--- config.mk ---
export PLATFORM = sky130hd
export DESIGN_NAME = i2c_byte_engine_flat
export DESIGN_NICKNAME = d
export VERILOG_FILES = /design/src/logic/eeprom_pkg.sv /design/src/logic/i2c_byte_if.sv /design/src/logic/i2c_bit_if.sv /design/src/logic/i2c_byte_engine.sv /design/src/flat_wrapper.sv
export SDC_FILE = /design/constraint.sdc
export NUM_CORES = 1
export LEC_CHECK = 0
export BUFFER_PORTS_ARGS = -buffer_cell sky130_fd_sc_hd__buf_2
export CAP_MARGIN = 20
export CORE_MARGIN = 2
export CORE_UTILIZATION = 48
export DETAILED_ROUTE_END_ITERATION = 16
export PLACE_DENSITY_LB_ADDON = 0.3
export SLEW_MARGIN = 40
export SYNTH_ARGS = -nofsm -noshare
export SYNTH_HDL_FRONTEND = slang
export SYNTH_SLANG_ARGS = --single-unit
export TNS_END_PERCENT = 50
--- constraint.sdc ---
create_clock -name CLK -period 1.6 [get_ports CLK]
set_input_delay 0.24 -clock CLK [delete_from_list [all_inputs] [get_ports CLK]]
set_output_delay 0.24 -clock CLK [all_outputs]
set_load 0.02 [all_outputs]
--- src/logic/eeprom_pkg.sv ---
package eeprom_pkg;

    localparam logic [3:0] DEV_TYPE = 4'b1010;   // 24Cxx device type code
    localparam int         ADDR_W   = 11;        // 2 KB array

    // byte level operations from sequencer to byte engine
    typedef enum logic [1:0] {
        OP_START,   // start or repeated start
        OP_STOP,
        OP_SEND,    // byte out then slave ack in
        OP_RECV     // byte in then master ack out
    } byte_op_t;

    // bit level symbols from byte engine to line driver
    typedef enum logic [1:0] {
        SYM_START,
        SYM_STOP,
        SYM_WRITE,  // drive one bit
        SYM_READ    // release sda and sample
    } sym_t;

    typedef struct packed {
        logic [3:0] dev_type;
        logic [2:0] block;      // address bits 10..8
        logic       rw;         // 1 for read
    } ctrl_fields_t;

    // control byte, built from fields and sent as a raw byte
    typedef union packed {
        logic [7:0]   raw;
        ctrl_fields_t fields;
    } ctrl_byte_u;

endpackage

--- src/logic/i2c_byte_if.sv ---
`timescale 1ns/1ps

interface i2c_byte_if import eeprom_pkg::*; ();

    logic       op_strobe;
    byte_op_t   op;
    logic [7:0] tx_byte;
    logic       master_nack;   // ack level sent after OP_RECV
    logic       op_done;
    logic [7:0] rx_byte;
    logic       slave_nack;    // valid with op_done

    modport seq (
        output op_strobe, op, tx_byte, master_nack,
        input  op_done, rx_byte, slave_nack
    );

    modport eng (
        input  op_strobe, op, tx_byte, master_nack,
        output op_done, rx_byte, slave_nack
    );

endinterface

--- src/logic/i2c_bit_if.sv ---
`timescale 1ns/1ps

interface i2c_bit_if import eeprom_pkg::*; ();

    logic sym_strobe;
    sym_t sym;
    logic tx_bit;
    logic sym_done;
    logic rx_bit;     // valid with sym_done

    modport eng (
        output sym_strobe, sym, tx_bit,
        input  sym_done, rx_bit
    );

    modport phy (
        input  sym_strobe, sym, tx_bit,
        output sym_done, rx_bit
    );

endinterface

--- src/logic/i2c_byte_engine.sv ---
`timescale 1ns/1ps

module i2c_byte_engine import eeprom_pkg::*; (
    input  logic    CLK,
    input  logic    RESET,
    i2c_byte_if.eng bif,
    i2c_bit_if.eng  pif
);

    logic       run;       // byte op in progress
    logic       issue;     // send next symbol
    logic [3:0] bit_cnt;   // symbol index within the op
    logic [7:0] shreg;
    byte_op_t   op_q;
    logic       mnack_q;
    logic       last_sym;
    sym_t       sym_next;
    logic       tx_next;

    assign bif.rx_byte = shreg;
    assign last_sym    = (op_q == OP_START) || (op_q == OP_STOP) || (bit_cnt == 4'd8);

    always_comb
    begin
        case (op_q)
            OP_START: sym_next = SYM_START;
            OP_STOP:  sym_next = SYM_STOP;
            OP_SEND:  sym_next = (bit_cnt == 4'd8) ? SYM_READ : SYM_WRITE;
            default:  sym_next = (bit_cnt == 4'd8) ? SYM_WRITE : SYM_READ;
        endcase
        tx_next = (op_q == OP_SEND) ? shreg[7] : mnack_q;   // msb first
    end

    always_ff @(posedge CLK)
    begin
        if (RESET)
        begin
            run            <= 1'b0;
            issue          <= 1'b0;
            pif.sym_strobe <= 1'b0;
            bif.op_done    <= 1'b0;
        end
        else
        begin
            pif.sym_strobe <= 1'b0;
            bif.op_done    <= 1'b0;
            if (bif.op_strobe)
            begin
                run   <= 1'b1;
                issue <= 1'b1;
            end
            else if (issue)
            begin
                issue          <= 1'b0;
                pif.sym_strobe <= 1'b1;
            end
            else if (run && pif.sym_done)
            begin
                if (last_sym)
                begin
                    run         <= 1'b0;
                    bif.op_done <= 1'b1;
                end
                else
                    issue <= 1'b1;
            end
        end
    end

    always_ff @(posedge CLK)
    begin
        if (bif.op_strobe)
        begin
            op_q    <= bif.op;
            shreg   <= bif.tx_byte;
            mnack_q <= bif.master_nack;
            bit_cnt <= 4'd0;
        end
        else if (issue)
        begin
            pif.sym    <= sym_next;
            pif.tx_bit <= tx_next;
        end
        else if (run && pif.sym_done)
        begin
            bit_cnt <= bit_cnt + 4'd1;
            if (bit_cnt < 4'd8)
                shreg <= {shreg[6:0], pif.rx_bit};
            if (last_sym)
                bif.slave_nack <= (op_q == OP_SEND) && pif.rx_bit;   // ack bit high
        end
    end

endmodule

--- src/flat_wrapper.sv ---
// flat-port wrapper written by rule: the top's interface ports become plain ports
module i2c_byte_engine_flat import eeprom_pkg::*;
  (CLK, RESET, bif_op_strobe, bif_op, bif_tx_byte, bif_master_nack, bif_op_done, bif_rx_byte, bif_slave_nack, pif_sym_strobe, pif_sym, pif_tx_bit, pif_sym_done, pif_rx_bit);
  i2c_byte_if bif_i ();
  i2c_bit_if pif_i ();
  input  logic CLK;
  input  logic RESET;
  input wire logic [$bits(bif_i.op_strobe)-1:0] bif_op_strobe;
  input wire logic [$bits(bif_i.op)-1:0] bif_op;
  input wire logic [$bits(bif_i.tx_byte)-1:0] bif_tx_byte;
  input wire logic [$bits(bif_i.master_nack)-1:0] bif_master_nack;
  output wire logic [$bits(bif_i.op_done)-1:0] bif_op_done;
  output wire logic [$bits(bif_i.rx_byte)-1:0] bif_rx_byte;
  output wire logic [$bits(bif_i.slave_nack)-1:0] bif_slave_nack;
  output wire logic [$bits(pif_i.sym_strobe)-1:0] pif_sym_strobe;
  output wire logic [$bits(pif_i.sym)-1:0] pif_sym;
  output wire logic [$bits(pif_i.tx_bit)-1:0] pif_tx_bit;
  input wire logic [$bits(pif_i.sym_done)-1:0] pif_sym_done;
  input wire logic [$bits(pif_i.rx_bit)-1:0] pif_rx_bit;
  assign bif_i.op_strobe = bif_op_strobe;
  assign bif_i.op = bif_op;
  assign bif_i.tx_byte = bif_tx_byte;
  assign bif_i.master_nack = bif_master_nack;
  assign bif_op_done = bif_i.op_done;
  assign bif_rx_byte = bif_i.rx_byte;
  assign bif_slave_nack = bif_i.slave_nack;
  assign pif_sym_strobe = pif_i.sym_strobe;
  assign pif_sym = pif_i.sym;
  assign pif_tx_bit = pif_i.tx_bit;
  assign pif_i.sym_done = pif_sym_done;
  assign pif_i.rx_bit = pif_rx_bit;
  i2c_byte_engine u_core (.CLK(CLK), .RESET(RESET), .bif(bif_i), .pif(pif_i));
endmodule
==> out/summary.txt <==
Status: complete, no violations
CP bufs+invs: 0
Synth top cells by count: 15 x edfxtp_1, 9 x mux2_2, 8 x dfxtp_1, 5 x nor2_1, 3 x inv_1
Vias after detailed routing: 609
Net total in the final layout: 117
Mapped Avg Cell Area: 14.4 um^2
Transition time of the tightest slew-check pin: 0.735 ns
Core ar.: 1900 um^2
Latest clock arrival within the worst-skew pair: 0.30 ns
Yosys warns: 0
Syn Inst Count: 66
Endpoints failing setup: 0
Die area: 2350 um^2
Worst Hold Slack: 0.106 ns
Number of distinct library cells after synthesis: 26
Global-route wire length before repair: 2760 um
VDD IR max: 0.610 mV
Post-Route WL: 1590 um
Die height: 48.5 um
TritonRoute pass-1 iters: 3
Fill count: 159
Clock sink count: 23
Post-synth top flop: edfxtp_1
Seq/Total Area, Yosys: 0.644
Largest net degree at the start of global routing: 14
Number of synthesized flops with an enable pin: 15
Post-DRT Antenna Nets: 0
CP required: 1.54 ns
Initial DRC count: 2
Post-route DRC violation count: 0
Via density: 4.87
Crit Path Category: register to register
Leak pwr: 0.478 nW
Via count of the first global-routing pass: 621
CTS Root Cell: clkbuf_4
Crit path arrival time: 1.41 ns
Flop2flop setup slack: 0.13 ns
Sum Neg Setup Slack: 0 ns
P per Cell Area: 940 nW/um^2
Ys async rst share: 0
Max-cap viol count: 0
WL/cell: 12.7 um
Clock Path Buffers: 2
Synth top area cells: edfxtp_1 47%, dfxtp_1 17%, mux2_2 11%, ha_1 2.6%, nand3b_4 2.1%
Placer congestion estimate: 0.751
Period minus WS final: 1.47 ns
DP HPWL: 1210 um
Number of I/O port buffers: 29
DP Worst Slack: 0.0896 ns
Skew final: 0.00528 ns
Final worst slack: 0.127 ns
# rows: 16
Slew headroom: 0.509
Synthesized flop and latch total: 23
Worst setup EP type: register
CTS Hold Bufs: 0
Initial antenna violation count: 0
Hold WC Path Type: primary input to register
CP startpoint kind: register
Yosys top cell by area: edfxtp_1
Crit-path leading delay family: compound AO/OA/AOI/OAI gates
Antenna Cells: 0
TritonCTS clock tree: yes
Gr usage total: 0.151
Post-synth top area share: 0.475
Layout cells sized above 1: 0.469
Crit path cell chain: nand3b_4 -> o21bai_1
Slowest CP cell: o21bai_1
Starting Density: 0.499
Max-slew violations: 0
Syn nets: 84
GR Overflow Total: 0
Hold Fails Final Rpt: 0
Critical path's largest stage delay: 0.59 ns
# IOs: 30
Cts bufs inserted: 3
Most common cell in the netlist: edfxtp_1
Mapped cell area: 948 um^2
Unrepaired setup endpoints after global routing: no
Die Wd: 48.5 um
Period utilization: 0.921
F_max: 679 MHz
CP max FO: 8
Htree depth: 1
Worst-path clk slew: 0.12 ns
Area growth syn-to-layout: 22.4%
## metal layers
metal / track usage / vias to the layer above / part of all wire
met5: 0 / - / 0
li1: - / 304 / -
met2: 0.287 / 14 / 0.55
met3: 0.0278 / 2 / 0.038
met1: 0.172 / 289 / 0.40
met4: 0.0429 / 0 / 0.0094
## worst register-to-register path, stage by stage (launching register included)
cell      delay [ns]
dfxtp_1         0.43
nand3b_4        0.10
o21bai_1        0.59
## report_power, final
group	total, mW	internal [mW]	switching (mW)
combinational	0.141	0.0653	0.0753
clock	0.256	0.0929	0.163
sequential	0.695	0.675	0.0200
total	1.09	0.833	0.258
## per-stage QoR
| step | area [um^2] | power [mW] | cells | utilization |
|---|---|---|---|---|
| floorplan | 948 | 0.793 | 66 | - |
| global placement | 1130 | 0.842 | 121 | 0.593 |
| detailed placement | 1130 | 0.850 | 121 | 0.593 |
| CTS | 1160 | 1.10 | 125 | 0.608 |
| global route | 1160 | 1.14 | 125 | 0.611 |
| finish | 1160 | 1.09 | 125 | 0.611 |
## final timing paths
path | from | endpoint | cells past startpoint
max | u_core.run | u_core.bif.rx_byte[0] | 2
min | bif_master_nack | u_core.mnack_q | 1
max reg2reg | u_core.run | u_core.bif.rx_byte[0] | 2
min reg2reg | u_core.issue | u_core.pif.sym_strobe | 1
## placed cells by master (no fill, tap or decap)
cell	synthesis	layout
a2111oi_0	1	1
nand3b_1	1	1
mux2_2	9	9
xnor2_1	2	2
xor2_1	1	1
a211oi_2	0	1
clkinv_2	0	1
a32o_1	1	1
nor2b_1	2	2
or3_1	1	1
and2_1	1	1
dfxtp_1	8	8
buf_2	2	29
o21ai_0	1	1
edfxtp_1	15	15
inv_1	3	3
o21bai_1	1	1
nor3b_1	1	1
a21oi_1	1	1
nand4b_1	2	2
nor2_1	5	5
clkbuf_4	0	3
mux2i_1	1	1
nor3_1	1	1
ha_1	2	2
nand3b_4	1	1
buf_4	0	2
nand3_1	1	1
## logic make-up after synthesis
family | share of synthesized area
flops | 0.644
simple gates | 0.112
mux | 0.117
compound gates | 0.0462
buf+inv | 0.0264
xor+xnor | 0.0277
fa+ha+maj | 0.0264
## sequential cells by signal, indices dropped and copies added (netlist names)
register	count
u_core.bif.slave_nack	1
u_core.mnack_q	1
u_core.pif.sym_strobe	1
u_core.op_q	2
u_core.run	1
u_core.bif.rx_byte	8
u_core.pif.sym	2
u_core.issue	1
u_core.bif.op_done	1
u_core.pif.tx_bit	1
u_core.bit_cnt	4
## layout make-up
cell class,instances,area [um^2],share of cell area
well taps,27,33.8,0.0291
inverters,3,11.3,0.00970
clock inverters,1,5.00,0.00431
repair buffers,31,160,0.138
clock buffers,3,22.5,0.0194
multi-input cells,37,318,0.274
flip-flops and latches,23,611,0.526
## timing repair
item,CTS,global route
buffers inserted,0,0
gates resized for setup,0,1
endpoints found under the setup margin,0,1
Power figures use the tool's default switching activity.
