### src/logic/eeprom_pkg.sv
package eeprom_pkg;

    localparam logic [3:0] DEV_TYPE = 4'b1010;   // 24Cxx device type code
    localparam int         ADDR_W   = 11;        // 2 KB array

    // byte level operations from sequencer to byte engine
    typedef enum logic [1:0] {
        OP_START,   // start or repeated start
        OP_STOP,
        OP_SEND,    // byte out then slave ack in
        OP_RECV     // byte in then master ack out
    } byte_op_t;

    // bit level symbols from byte engine to line driver
    typedef enum logic [1:0] {
        SYM_START,
        SYM_STOP,
        SYM_WRITE,  // drive one bit
        SYM_READ    // release sda and sample
    } sym_t;

    typedef struct packed {
        logic [3:0] dev_type;
        logic [2:0] block;      // address bits 10..8
        logic       rw;         // 1 for read
    } ctrl_fields_t;

    // control byte, built from fields and sent as a raw byte
    typedef union packed {
        logic [7:0]   raw;
        ctrl_fields_t fields;
    } ctrl_byte_u;

endpackage

### src/logic/i2c_byte_if.sv
`timescale 1ns/1ps

interface i2c_byte_if import eeprom_pkg::*; ();

    logic       op_strobe;
    byte_op_t   op;
    logic [7:0] tx_byte;
    logic       master_nack;   // ack level sent after OP_RECV
    logic       op_done;
    logic [7:0] rx_byte;
    logic       slave_nack;    // valid with op_done

    modport seq (
        output op_strobe, op, tx_byte, master_nack,
        input  op_done, rx_byte, slave_nack
    );

    modport eng (
        input  op_strobe, op, tx_byte, master_nack,
        output op_done, rx_byte, slave_nack
    );

endinterface

### src/logic/eeprom_sequencer.sv
`timescale 1ns/1ps

module eeprom_sequencer import eeprom_pkg::*; (
    input  logic              CLK,
    input  logic              RESET,
    input  logic              wr,
    input  logic              rd,
    input  logic [ADDR_W-1:0] addr,
    input  logic [7:0]        wdata,
    output logic [7:0]        rdata,
    output logic              done,
    output logic              err,
    output logic              busy,
    i2c_byte_if.seq           bif
);

    localparam logic [3:0] ST_IDLE    = 4'd0;
    localparam logic [3:0] ST_START   = 4'd1;
    localparam logic [3:0] ST_CTRL_W  = 4'd2;
    localparam logic [3:0] ST_ADDR    = 4'd3;
    localparam logic [3:0] ST_DATA    = 4'd4;
    localparam logic [3:0] ST_RESTART = 4'd5;
    localparam logic [3:0] ST_CTRL_R  = 4'd6;
    localparam logic [3:0] ST_RECV    = 4'd7;
    localparam logic [3:0] ST_STOP    = 4'd8;

    logic [3:0]        state;
    logic [3:0]        next_state;
    logic              wait_q;       // op issued, waiting for op_done
    logic              is_read;
    logic [ADDR_W-1:0] addr_q;
    logic [7:0]        wdata_q;
    logic [7:0]        rx_q;
    logic              accept;
    logic              nack_abort;
    ctrl_byte_u        ctrl;

    assign accept     = (state == ST_IDLE) && (wr || rd);
    assign nack_abort = (bif.op == OP_SEND) && bif.slave_nack;

    // operation for the current state, held stable while it runs
    always_comb
    begin
        ctrl.fields.dev_type = DEV_TYPE;
        ctrl.fields.block    = addr_q[ADDR_W-1 -: 3];
        ctrl.fields.rw       = (state == ST_CTRL_R);
        bif.master_nack      = (state == ST_RECV);   // single byte read
        case (state)
            ST_START, ST_RESTART: bif.op = OP_START;
            ST_RECV:              bif.op = OP_RECV;
            ST_STOP, ST_IDLE:     bif.op = OP_STOP;
            default:              bif.op = OP_SEND;
        endcase
        case (state)
            ST_ADDR: bif.tx_byte = addr_q[7:0];
            ST_DATA: bif.tx_byte = wdata_q;
            default: bif.tx_byte = ctrl.raw;
        endcase
    end

    always_comb
    begin
        case (state)
            ST_START:   next_state = ST_CTRL_W;
            ST_CTRL_W:  next_state = ST_ADDR;
            ST_ADDR:    next_state = is_read ? ST_RESTART : ST_DATA;
            ST_RESTART: next_state = ST_CTRL_R;
            ST_CTRL_R:  next_state = ST_RECV;
            ST_STOP:    next_state = ST_IDLE;
            default:    next_state = ST_STOP;   // data byte or read byte
        endcase
        if (nack_abort)
            next_state = ST_STOP;
    end

    always_ff @(posedge CLK)
    begin
        if (RESET)
        begin
            state         <= ST_IDLE;
            wait_q        <= 1'b0;
            bif.op_strobe <= 1'b0;
            done          <= 1'b0;
            err           <= 1'b0;
            busy          <= 1'b0;
        end
        else
        begin
            bif.op_strobe <= 1'b0;
            done          <= 1'b0;
            if (state == ST_IDLE)
            begin
                if (accept)
                begin
                    state <= ST_START;
                    busy  <= 1'b1;
                    err   <= 1'b0;
                end
            end
            else if (!wait_q)
            begin
                bif.op_strobe <= 1'b1;
                wait_q        <= 1'b1;
            end
            else if (bif.op_done)
            begin
                wait_q <= 1'b0;
                state  <= next_state;
                if (nack_abort)
                    err <= 1'b1;
                if (state == ST_STOP)
                begin
                    done <= 1'b1;
                    busy <= 1'b0;
                end
            end
        end
    end

    always_ff @(posedge CLK)
    begin
        if (accept)
        begin
            is_read <= !wr;   // wr wins over rd
            addr_q  <= addr;
            wdata_q <= wdata;
        end
        if (bif.op_done && state == ST_RECV)
            rx_q <= bif.rx_byte;
        if (bif.op_done && state == ST_STOP && is_read && !err)
            rdata <= rx_q;
    end

endmodule

### src/flat_wrapper.sv
// flat-port wrapper written by rule: the top's interface ports become plain ports
module eeprom_sequencer_flat import eeprom_pkg::*;
  (CLK, RESET, wr, rd, addr, wdata, rdata, done, err, busy, bif_op_strobe, bif_op, bif_tx_byte, bif_master_nack, bif_op_done, bif_rx_byte, bif_slave_nack);
  i2c_byte_if bif_i ();
  input  logic CLK;
  input  logic RESET;
  input  logic wr;
  input  logic rd;
  input  logic [ADDR_W-1:0] addr;
  input  logic [7:0] wdata;
  output logic [7:0] rdata;
  output logic done;
  output logic err;
  output logic busy;
  output wire logic [$bits(bif_i.op_strobe)-1:0] bif_op_strobe;
  output wire logic [$bits(bif_i.op)-1:0] bif_op;
  output wire logic [$bits(bif_i.tx_byte)-1:0] bif_tx_byte;
  output wire logic [$bits(bif_i.master_nack)-1:0] bif_master_nack;
  input wire logic [$bits(bif_i.op_done)-1:0] bif_op_done;
  input wire logic [$bits(bif_i.rx_byte)-1:0] bif_rx_byte;
  input wire logic [$bits(bif_i.slave_nack)-1:0] bif_slave_nack;
  assign bif_op_strobe = bif_i.op_strobe;
  assign bif_op = bif_i.op;
  assign bif_tx_byte = bif_i.tx_byte;
  assign bif_master_nack = bif_i.master_nack;
  assign bif_i.op_done = bif_op_done;
  assign bif_i.rx_byte = bif_rx_byte;
  assign bif_i.slave_nack = bif_slave_nack;
  eeprom_sequencer u_core (.CLK(CLK), .RESET(RESET), .wr(wr), .rd(rd), .addr(addr), .wdata(wdata), .rdata(rdata), .done(done), .err(err), .busy(busy), .bif(bif_i));
endmodule
### config.mk
export PLATFORM = sky130hd
export DESIGN_NAME = eeprom_sequencer_flat
export DESIGN_NICKNAME = d
export VERILOG_FILES = /design/src/logic/eeprom_pkg.sv /design/src/logic/i2c_byte_if.sv /design/src/logic/eeprom_sequencer.sv /design/src/flat_wrapper.sv
export SDC_FILE = /design/constraint.sdc
export NUM_CORES = 1
export LEC_CHECK = 0
export ABC_AREA = 1
export CAP_MARGIN = 0
export CORE_MARGIN = 5
export CORE_UTILIZATION = 45
export CTS_BUF_LIST = sky130_fd_sc_hd__clkbuf_16
export DETAILED_ROUTE_END_ITERATION = 10
export DONT_BUFFER_PORTS = 1
export PLACE_DENSITY_LB_ADDON = 0.05
export SYNTH_ARGS = -nofsm -noshare
export SYNTH_HDL_FRONTEND = slang
export SYNTH_SLANG_ARGS = --single-unit
### constraint.sdc
create_clock -name CLK -period 1.9 [get_ports CLK]
set_input_delay 0.285 -clock CLK [delete_from_list [all_inputs] [get_ports CLK]]
set_output_delay 0.285 -clock CLK [all_outputs]
set_load 0.05 [all_outputs]
==> out/qor.yml, run 1 <==
cp.arrival_ns: 1.54
cts_tree: "done"
num_rows: 22
ys_ff_latch: 45
status: "completed"
synth_compound_area_share_pct: 4.329
clkSinkCount: 45
wl_met2_um: 1649
ff2ff_path_depth: 4
r2r-start: "u_core.state[0]"
powerDensity_nw_per_um2: 1654
p_leak_uw: 0.0008729
core-area_um2: 3716
wirelength_um: 3308
worst_pin_slew_ns: 0.5274
cap_violations: 0
ys_warn_count: 0
timing.fmax_mhz: 548.1
routedWlPerCell_um: 15.04
holdCritPathClass: "input port to flop"
top_layer_used: "met4"
grt_pass1_wl_um: 5092
min-delay-start: "RESET"
route.layer.met1.wl_um: 1364
path_max_fanout: 5
dieArea_um2: 5269
synth-simple-area-share_pct: 19.30
synth_top_family_by_area: "simple AND/OR/NAND/NOR gates"
grt_util_all_layers_pct: 13.04
cts-buffers-inserted: 5
antenna_cells: 0
gp_congestion: 0.8930
tns_ns: 0
ff2ff_setup_slack_ns: 0.39
cts_buffer_depth: 2
drc_errors: 0
cp_data_required_time_ns: 1.62
holdPathEnd: "u_core.state[2]"
detail-route-antenna-nets: 0
synth_fa_ha_area_share_pct: 0
drv_slew: 0
crit_path_top_delay_cell: "dfxtp_1"
maxSlewHeadroom_pct: 64.79
antenna_found_initial: 0
vias_per_cell: 4.941
cts_root_buffer: "clkbuf_16"
drive_gt1_share_pct: 30.23
gr-total-overflow: 0
grt_pass1_vias: 1123
syn_to_final_growth_pct: 22.07
startpoint_type: "flop"
dp_hpwl_um: 2491
initial_core_util_pct: 47.44
syn_nets: 182
yosysSeqAreaShare_pct: 71.54
wl_met3_um: 254
finClkSkew_ns: 0.006801
critPathCaptureType: "primary output"
peakVddDrop_mv: 0.6759
min_period_ns: 1.824
cts_hold_buf: 0
total_power_uw: 3559
grt_max_degree: 21
num_vias: 1087
r2r-end: "u_core.wdata_q[1]"
ys_types: 21
cts_max_level: 2
clkTransAtPathRegs_ns: 0.06
min_period_over_period_pct: 96.02
drt_pass1_iterations: 4
drtIter0Drc: 49
synth_area_per_cell_um2: 11.83
crit_type: "flop to primary output"
io_buffer_count: 0
synth_cells: 149
min_path_cells: 1
setup-violations-final: 0
synth_xor_xnor_area_share_pct: 0
fill_cells: 314
die_x_um: 72.59
synth_area_um2: 1763
path_cells: "inv_2 -> nand2_2 -> nor2_4 -> buf_12 -> a22o_1 -> buf_4"
final_nets: 204
place_inst: 210
hold_viol: 0
die_height_um: 72.59
clk_latency_ns: 0.28
fin_cells: 220
num_io_pins: 56
synth_mux_area_share_pct: 0
slowest_delay_ns: 0.42
==> power by group <==
part / internal (µW) / switching (µW)
Clock: 617 / 331
Sequential: 1340 / 191
Combinational: 296 / 780
Total: 2260 / 1300
==> repair_timing <==
item                       4_1_cts  5_1_grt
buffers inserted                 0        2
pin swaps                        1        3
setup endpoints to repair        5        8
resized for setup                2        7
==> cell families after synthesis <==
logic type	after synthesis
buffers and inverters	22
flip-flops	45
AND/OR/NAND/NOR	71
AO/OA/AOI/OAI	11
==> worst max-delay path, delay by kind of cell (launching register included) <==
family          cells  cell delay, ns
compound gates      1            0.20
buf+inv             3            0.40
flops               1            0.42
simple gates        2            0.24
==> sequential cells by signal, summed over array words and instances (netlist names) <==
register and cells:
u_core.is_read 1, u_core.wdata_q 8, u_core.addr_q 11, u_core.state 4, u_core.rx_q 8, u_core.done 1, u_core.err 1, u_core.rdata 8
u_core.wait_q 1, u_core.busy 1, u_core.bif.op_strobe 1
==> metal layers <==
metal	vias to the layer above	GRT usage, %
met4	0	6.762
li1	543	-
met2	38	21.74
met3	5	4.545
met1	501	14.67
met5	-	0
==> layout make-up <==
type	instances	area, µm²	share of cell area (%)
Sequential cell	45	1265	58.78
Clock buffer	5	125.1	5.814
Timing Repair Buffer	15	136.4	6.337
Tap cell	48	60.06	2.791
Clock inverter	3	42.54	1.977
Multi-Input combinational cell	82	434.2	20.17
Inverter	22	88.84	4.128
==> worst max-delay path by stage <==
stage                          from  cells past startpoint        endpoint  slack (ns)
floorplan           u_core.state[0]                      4  u_core.rx_q[0]        0.16
global placement    u_core.state[0]                      8  bif_tx_byte[7]        0.28
detailed placement  u_core.state[0]                      8  bif_tx_byte[5]        0.23
CTS                 u_core.state[2]                      5  bif_tx_byte[0]      0.0009
global route        u_core.state[3]                      7  bif_tx_byte[3]       -0.02
finish              u_core.state[3]                      6  bif_tx_byte[6]        0.08
==> per-stage QoR <==
step | instance area (µm²) | hold slack (ns) | worst slack (ns) | util, %
finish | 2152 | 0.04800 | 0.07556 | 57.91
global route | 2152 | 0.03331 | -0.01678 | 57.91
CTS | 2105 | 0.04799 | 0.0009412 | 56.63
detailed placement | 1928 | 0.3499 | 0.2336 | 51.89
global placement | 1928 | 0.3486 | 0.2792 | 51.89
floorplan | 1770 | 0.3474 | 0.1553 | -
==> cells in the mapped netlist <==
cell type   n  area (µm²)
nor3_1      1       5.000
nand3_2     1       10.01
nand3_1    13       65.06
a22o_1      2       17.52
o211ai_1    1       7.510
o21ai_0     2       10.01
inv_2       6       22.52
nor2_2      4       25.02
nor2_1      6       22.52
dfxtp_1     9       180.2
nor2_4      2       22.52
nand2_2     9       56.30
nand2_1    34       127.6
edfxtp_1   36        1081
nand4_1     1       6.260
o311ai_0    1       8.760
a21oi_2     2       17.52
o21ai_1     1       5.000
a21oi_1     2       10.01
inv_1      14       52.55
clkinv_2    2       10.01
==> placed cells by master, fill, tap and decap left out, types with 2 or more instances in the layout <==
cell type and count:
nand3_1 13, edfxtp_1 36, dfxtp_2 3, clkinv_4 2, o21ai_0 2, nor2_2 3, nor2_1 6, a21oi_2 2
dfxtp_1 6, nand2_2 8, nand2_1 34, a22o_1 2, a21oi_1 2, nor2_4 3, clkbuf_16 5, inv_2 6
buf_4 11, buf_6 3, inv_1 15
Note: power is estimated with default switching activity, not from simulation.
==> run 2: changes to the inputs <==
clock period = 2.3 ns   (was 1.9 ns; I/O delays follow)
==> run 2 against run 1 <==
Net effect: clock skew decreased by 0.0038 ns; sequential share of layout area grew 4.4 points; utilization down 4.2 points; global-route usage rose by 0.66 points; die area stayed put; worst hold slack improved by 0.076 ns; wire length about the same; critical path depth rose by 1; flip-flop and latch count unchanged; final cell count shrank 5.0%.
==> out/qor.yml, run 2 (synthesis gave the netlist of run 1 again) <==
fin_cells: 209  # -5.0%
min_period_over_period_pct: 92.34
r2r-end: "u_core.rx_q[1]"
die_x_um: 72.59  # unchanged
powerDensity_nw_per_um2: 1352  # -18%
clkSinkCount: 45  # unchanged
grt_max_degree: 22  # +4.8%
vias_per_cell: 5.091  # +3.0%
regMostFlops: "u_core.addr_q"
drc_errors: 0  # unchanged
timing.fmax_mhz: 470.9
cts_root_buffer: "clkbuf_16"
crit_type: "flop to primary output"
cp.arrival_ns: 1.78  # +0.24 ns
grt_pass1_vias: 1068  # -4.9%
wirelength_um: 3309  # about the same
setup-violations-final: 0  # unchanged
critPathCaptureType: "primary output"
initial_core_util_pct: 47.44  # unchanged
p_switching_uw: 1047  # -20%
pwr-share-clk_pct: 24.0  # -2.6 points
die_height_um: 72.59  # unchanged
pwr-share-seq_pct: 46.8  # +3.7 points
num_rows: 22  # unchanged
io_buffer_count: 0  # unchanged
drv_slew: 0  # unchanged
cts-buffers-inserted: 5  # unchanged
antenna_found_initial: 0  # unchanged
min-delay-start: "RESET"
clkTransAtPathRegs_ns: 0.06  # about the same
ff2ff_path_depth: 4  # unchanged
drt_pass1_iterations: 4  # unchanged
mostFrequentLayoutCell: "edfxtp_1"
detail-route-antenna-nets: 0  # unchanged
finalWorstSetupSlack_ns: 0.1762  # +0.1007 ns
startpoint_type: "flop"
dp_hpwl_um: 2504  # +0.55%
cts_hold_buf: 0  # unchanged
ff2ff_setup_slack_ns: 0.63  # +0.24 ns
maxSlewHeadroom_pct: 57.87  # -6.9 points
r2r-start: "u_core.state[0]"
holdCritPathClass: "input port to flop"
num_vias: 1064  # -2.1%
p_leak_uw: 0.0007873  # -9.8%
grt_util_all_layers_pct: 13.69  # +0.66 points
core-area_um2: 3716  # unchanged
drtIter0Drc: 52  # +6.1%
cts_resized: 0  # -2
power.internal_uw: 1652  # -27%
cap_violations: 0  # unchanged
tns_ns: 0  # unchanged
final_cell_mix: "36 x edfxtp_1, 34 x nand2_1, 16 x inv_1"
crit_start: "u_core.state[0]"
drive_gt1_share_pct: 22.36  # -7.9 points
num_io_pins: 56  # unchanged
gr-total-overflow: 0  # unchanged
dieArea_um2: 5269  # unchanged
rsz0062_at_grt: "no"
fill_cells: 331  # +5.4%
min_period_ns: 2.124
place_ws_ns: 0.4703  # +0.2367 ns
cts_tree: "done"
status: "completed"
largest_reg_flops: 11  # unchanged
worst_pin_slew_ns: 0.6296  # +0.1022 ns
switching_share_pct: 38.80  # +2.2 points
place_inst: 201  # -4.3%
crit_path_end: "bif_tx_byte[1]"
finClkSkew_ns: 0.002962  # -0.003838 ns
antenna_cells: 0  # unchanged
peakVddDrop_mv: 0.6571  # -2.8%
gp_congestion: 0.8483  # -5.0%
grt_pass1_wl_um: 5326  # +4.6%
post_cts_buffers: 0  # unchanged
syn_to_final_growth_pct: 13.27
cts_max_level: 2  # unchanged
clk_latency_ns: 0.28  # about the same
hold_viol: 0  # unchanged
cp_data_required_time_ns: 1.96  # +0.34 ns
routedWlPerCell_um: 15.83  # +5.3%
path_max_fanout: 10  # +5
pwr-share-comb_pct: 29.2  # -1.0 points
cts_buffer_depth: 2  # unchanged
final_nets: 193  # -5.4%
-- run 2: cell types whose count changed in the layout (fill, tap and decap cells not counted), sizes merged --
cell | before | now
bufinv | 1 | 0
buf | 15 | 4
inv | 21 | 22
-- run 2: critical path, stage by stage, from the launching register on --
cell	delay (ns)
dfxtp_1	0.38
nand2_2	0.16
clkinv_2	0.08
nand2_2	0.07
clkinv_2	0.14
nor2_2	0.19
nand2_1	0.07
nand3_1	0.40
-- run 2: worst min path at each step --
stage                      end  depth (start not counted)
3_5_place_dp   u_core.rdata[3]                          0
4_1_cts        u_core.state[2]                          1
2_1_floorplan  u_core.rdata[0]                          0
6_report       u_core.state[2]                          1
3_3_place_gp   u_core.rdata[3]                          0
5_1_grt        u_core.state[2]                          1
-- run 2: layer usage --
layer	track usage (%)	vias to the layer above	share of wire, %
li1	-	523	-
met1	15.43	494	39
met2	21.44	39	52
met3	7.025	8	7.5
met4	6.557	0	1.9
met5	0	-	0
-- run 2: metrics by stage --
step,utilization (%),total power (µW),hold WS [ns],cell area (µm²)
finish,53.74,2700,0.1236,1997
floorplan,-,1915,0.4003,1763
global placement,50.07,2060,0.4007,1861
global route,53.74,2859,0.1095,1997
CTS,53.74,2735,0.1124,1997
detailed placement,50.07,2075,0.4052,1861
-- run 2: area by class of cell --
type / instances / area [µm²] / area share, %
clock inverters: 3 / 11.26 / 0.5639
inverters: 22 / 85.08 / 4.261
well taps: 48 / 60.06 / 3.008
repair buffers: 4 / 30.03 / 1.504
flip-flops and latches: 45 / 1261 / 63.16
clock buffers: 5 / 125.1 / 6.266
multi-input cells: 82 / 424.2 / 21.24
-- run 2: power by group through the flow --
stage	combinational (µW)	clock, µW	sequential [µW]
finish	788	649	1260
floorplan	662	0	1250
global placement	782	0	1280
detailed placement	797	0	1280
CTS	798	673	1260
global route	862	716	1280
==> run 3: changes to the inputs <==
CTS_BUF_LIST = unset   (was sky130_fd_sc_hd__clkbuf_16)
MAX_ROUTING_LAYER = met4   (was unset)
==> run 3 against run 2 <==
Net effect: largest power group unchanged; worst hold slack got worse by 0.018 ns; combinational power barely moved; design area shrank 2.8%.
==> out/qor.yml, run 3 (synthesis gave the netlist of run 1 again) <==
hold_ws_ns: 0.1059  # -0.01773 ns
final_cell_mix: "36 x edfxtp_1, 34 x nand2_1, 14 x inv_1"
cts_root_buffer: "clkbuf_8"
ff2ff_path_depth: 4  # unchanged
holdCritPathClass: "input port to flop"
path_cells: "nand2_2 -> clkinv_2 -> nand2_2 -> clkinv_2 -> nor2_2 -> nand2_1 -> nand3_1"
wl_met2_um: 1703  # -0.99%
cts_tree: "done"
pwr-share-clk_pct: 18.1  # -5.9 points
drive_gt1_share_pct: 22.36  # unchanged
startpoint_type: "flop"
place_ws_ns: 0.4703  # unchanged
p_leak_uw: 0.0007534  # -4.3%
drtIter0Drc: 53  # +1.9%
cts_hold_buf: 0  # unchanged
hold_viol: 0  # unchanged
critPathCaptureType: "primary output"
finClkSkew_ns: 0.005348  # +0.002385 ns
powerDensity_nw_per_um2: 1288  # -4.7%
pwr-share-comb_pct: 31.5  # +2.3 points
cts_resized: 0  # unchanged
dp_hpwl_um: 2504  # unchanged
p_switching_uw: 1027  # -1.9%
drv_slew: 0  # unchanged
core-area_um2: 3716  # unchanged
power.internal_uw: 1472  # -11%
die_height_um: 72.59  # unchanged
finalWorstSetupSlack_ns: 0.1388  # -0.03747 ns
io_buffer_count: 0  # unchanged
holdPathEnd: "u_core.state[2]"
route.layer.met1.wl_um: 1318  # +3.2%
pwr-share-seq_pct: 50.4  # +3.6 points
peakVddDrop_mv: 0.6232  # -5.1%
gp_congestion: 0.8616  # +1.6%
drc_errors: 0  # unchanged
final_nets: 193  # unchanged
switching_share_pct: 41.11  # +2.3 points
antenna_cells: 0  # unchanged
largest_reg_flops: 11  # unchanged
grt_util_all_layers_pct: 13.84  # +0.14 points
worst_pin_slew_ns: 0.6297  # +0.00008410 ns
dieArea_um2: 5269  # unchanged
detail-route-antenna-nets: 0  # unchanged
die_x_um: 72.59  # unchanged
timing.fmax_mhz: 462.7  # -1.7%
grt_pass1_wl_um: 5244  # -1.5%
r2r-end: "u_core.rx_q[1]"
num_io_pins: 56  # unchanged
total_power_uw: 2499  # -7.4%
cts_buffer_depth: 2  # unchanged
maxSlewHeadroom_pct: 57.86  # about the same
grt_max_degree: 22  # unchanged
tns_ns: 0  # unchanged
r2r-start: "u_core.state[0]"
slowest_delay_ns: 0.40  # about the same
num_rows: 22  # unchanged
syn_to_final_growth_pct: 10.08
routedWlPerCell_um: 15.78  # -0.33%
crit_path_top_delay_cell: "nand3_1"
antenna_found_initial: 0  # unchanged
min_period_over_period_pct: 93.97  # +1.6 points
status: "completed"
clkTransAtPathRegs_ns: 0.08  # +0.02 ns
wl_met3_um: 195  # -22%
cp.arrival_ns: 1.82  # +0.04 ns
top_layer_used: "met4"
grt_pass1_vias: 1075  # +0.66%
ff2ff_setup_slack_ns: 0.62  # about the same
cp_data_required_time_ns: 1.96  # about the same
min_path_cells: 1  # unchanged
wirelength_um: 3298  # -0.33%
drt_pass1_iterations: 4  # unchanged
crit_type: "flop to primary output"
rsz0062_at_grt: "no"
path_max_fanout: 10  # unchanged
num_vias: 1052  # -1.1%
clkSinkCount: 45  # unchanged
gr-total-overflow: 0  # unchanged
regMostFlops: "u_core.addr_q"
vias_per_cell: 5.033  # -1.1%
setup-violations-final: 0  # unchanged
min-delay-start: "RESET"
initial_core_util_pct: 47.44  # unchanged
min_period_ns: 2.161  # +0.03747 ns
post_cts_buffers: 0  # unchanged
mostFrequentLayoutCell: "edfxtp_1"
clk_latency_ns: 0.29  # about the same
cts_max_level: 2  # unchanged
cap_violations: 0  # unchanged
cts-buffers-inserted: 5  # unchanged
-- run 3: cell types whose count changed in the layout (fill, tap and decap cells not counted), sizes merged --
cell / previous run / this run
inv: 22 / 20
clkbuf: 5 / 7
-- run 3: power by group through the flow --
stage	combinational [µW]	clock, µW	sequential [µW]
after floorplan	662	0	1250
after global routing	861	508	1280
final	787	452	1260
after CTS	796	467	1260
after detailed placement	797	0	1280
after global placement	782	0	1280
-- run 3: layout make-up --
class	count	area (µm²)
flip-flops and latches	45	1261
multi-input cells	82	424.2
inverters	22	85.08
clock inverters	1	3.754
repair buffers	4	30.03
clock buffers	7	76.32
well taps	48	60.06
fillers	344	1775
-- run 3: per-layer routing --
metal / vias up / global-route usage (%)
met4: 0 / 7.787
met5: - / -
met1: 486 / 15.45
met3: 10 / 5.096
met2: 35 / 21.34
li1: 521 / -
-- run 3: worst max path at each step --
stage                                from              to  slack, ns  cells after the start
after detailed placement  u_core.state[0]  bif_tx_byte[5]       0.47                      7
after floorplan           u_core.state[2]  bif_tx_byte[0]       0.16                      2
final                     u_core.state[0]  bif_tx_byte[1]       0.14                      7
after global placement    u_core.state[0]  bif_tx_byte[3]       0.52                      7
after global routing      u_core.state[0]  bif_tx_byte[1]       0.02                      7
after CTS                 u_core.state[0]  bif_tx_byte[5]       0.14                      7
-- run 3: critical path, delay by kind of cell, from the launching register on --
kind	cells	cell delay, ns
and+or+nand+nor	5	0.89
buffers and inverters	2	0.23
DFF	1	0.39
-- run 3: through the flow --
stage,cells,util (%),instance area (µm²)
after floorplan,149,-,1763
after global placement,201,50.07,1861
after detailed placement,201,50.07,1861
after CTS,209,52.22,1941
after global routing,209,52.22,1941
final,209,52.22,1941
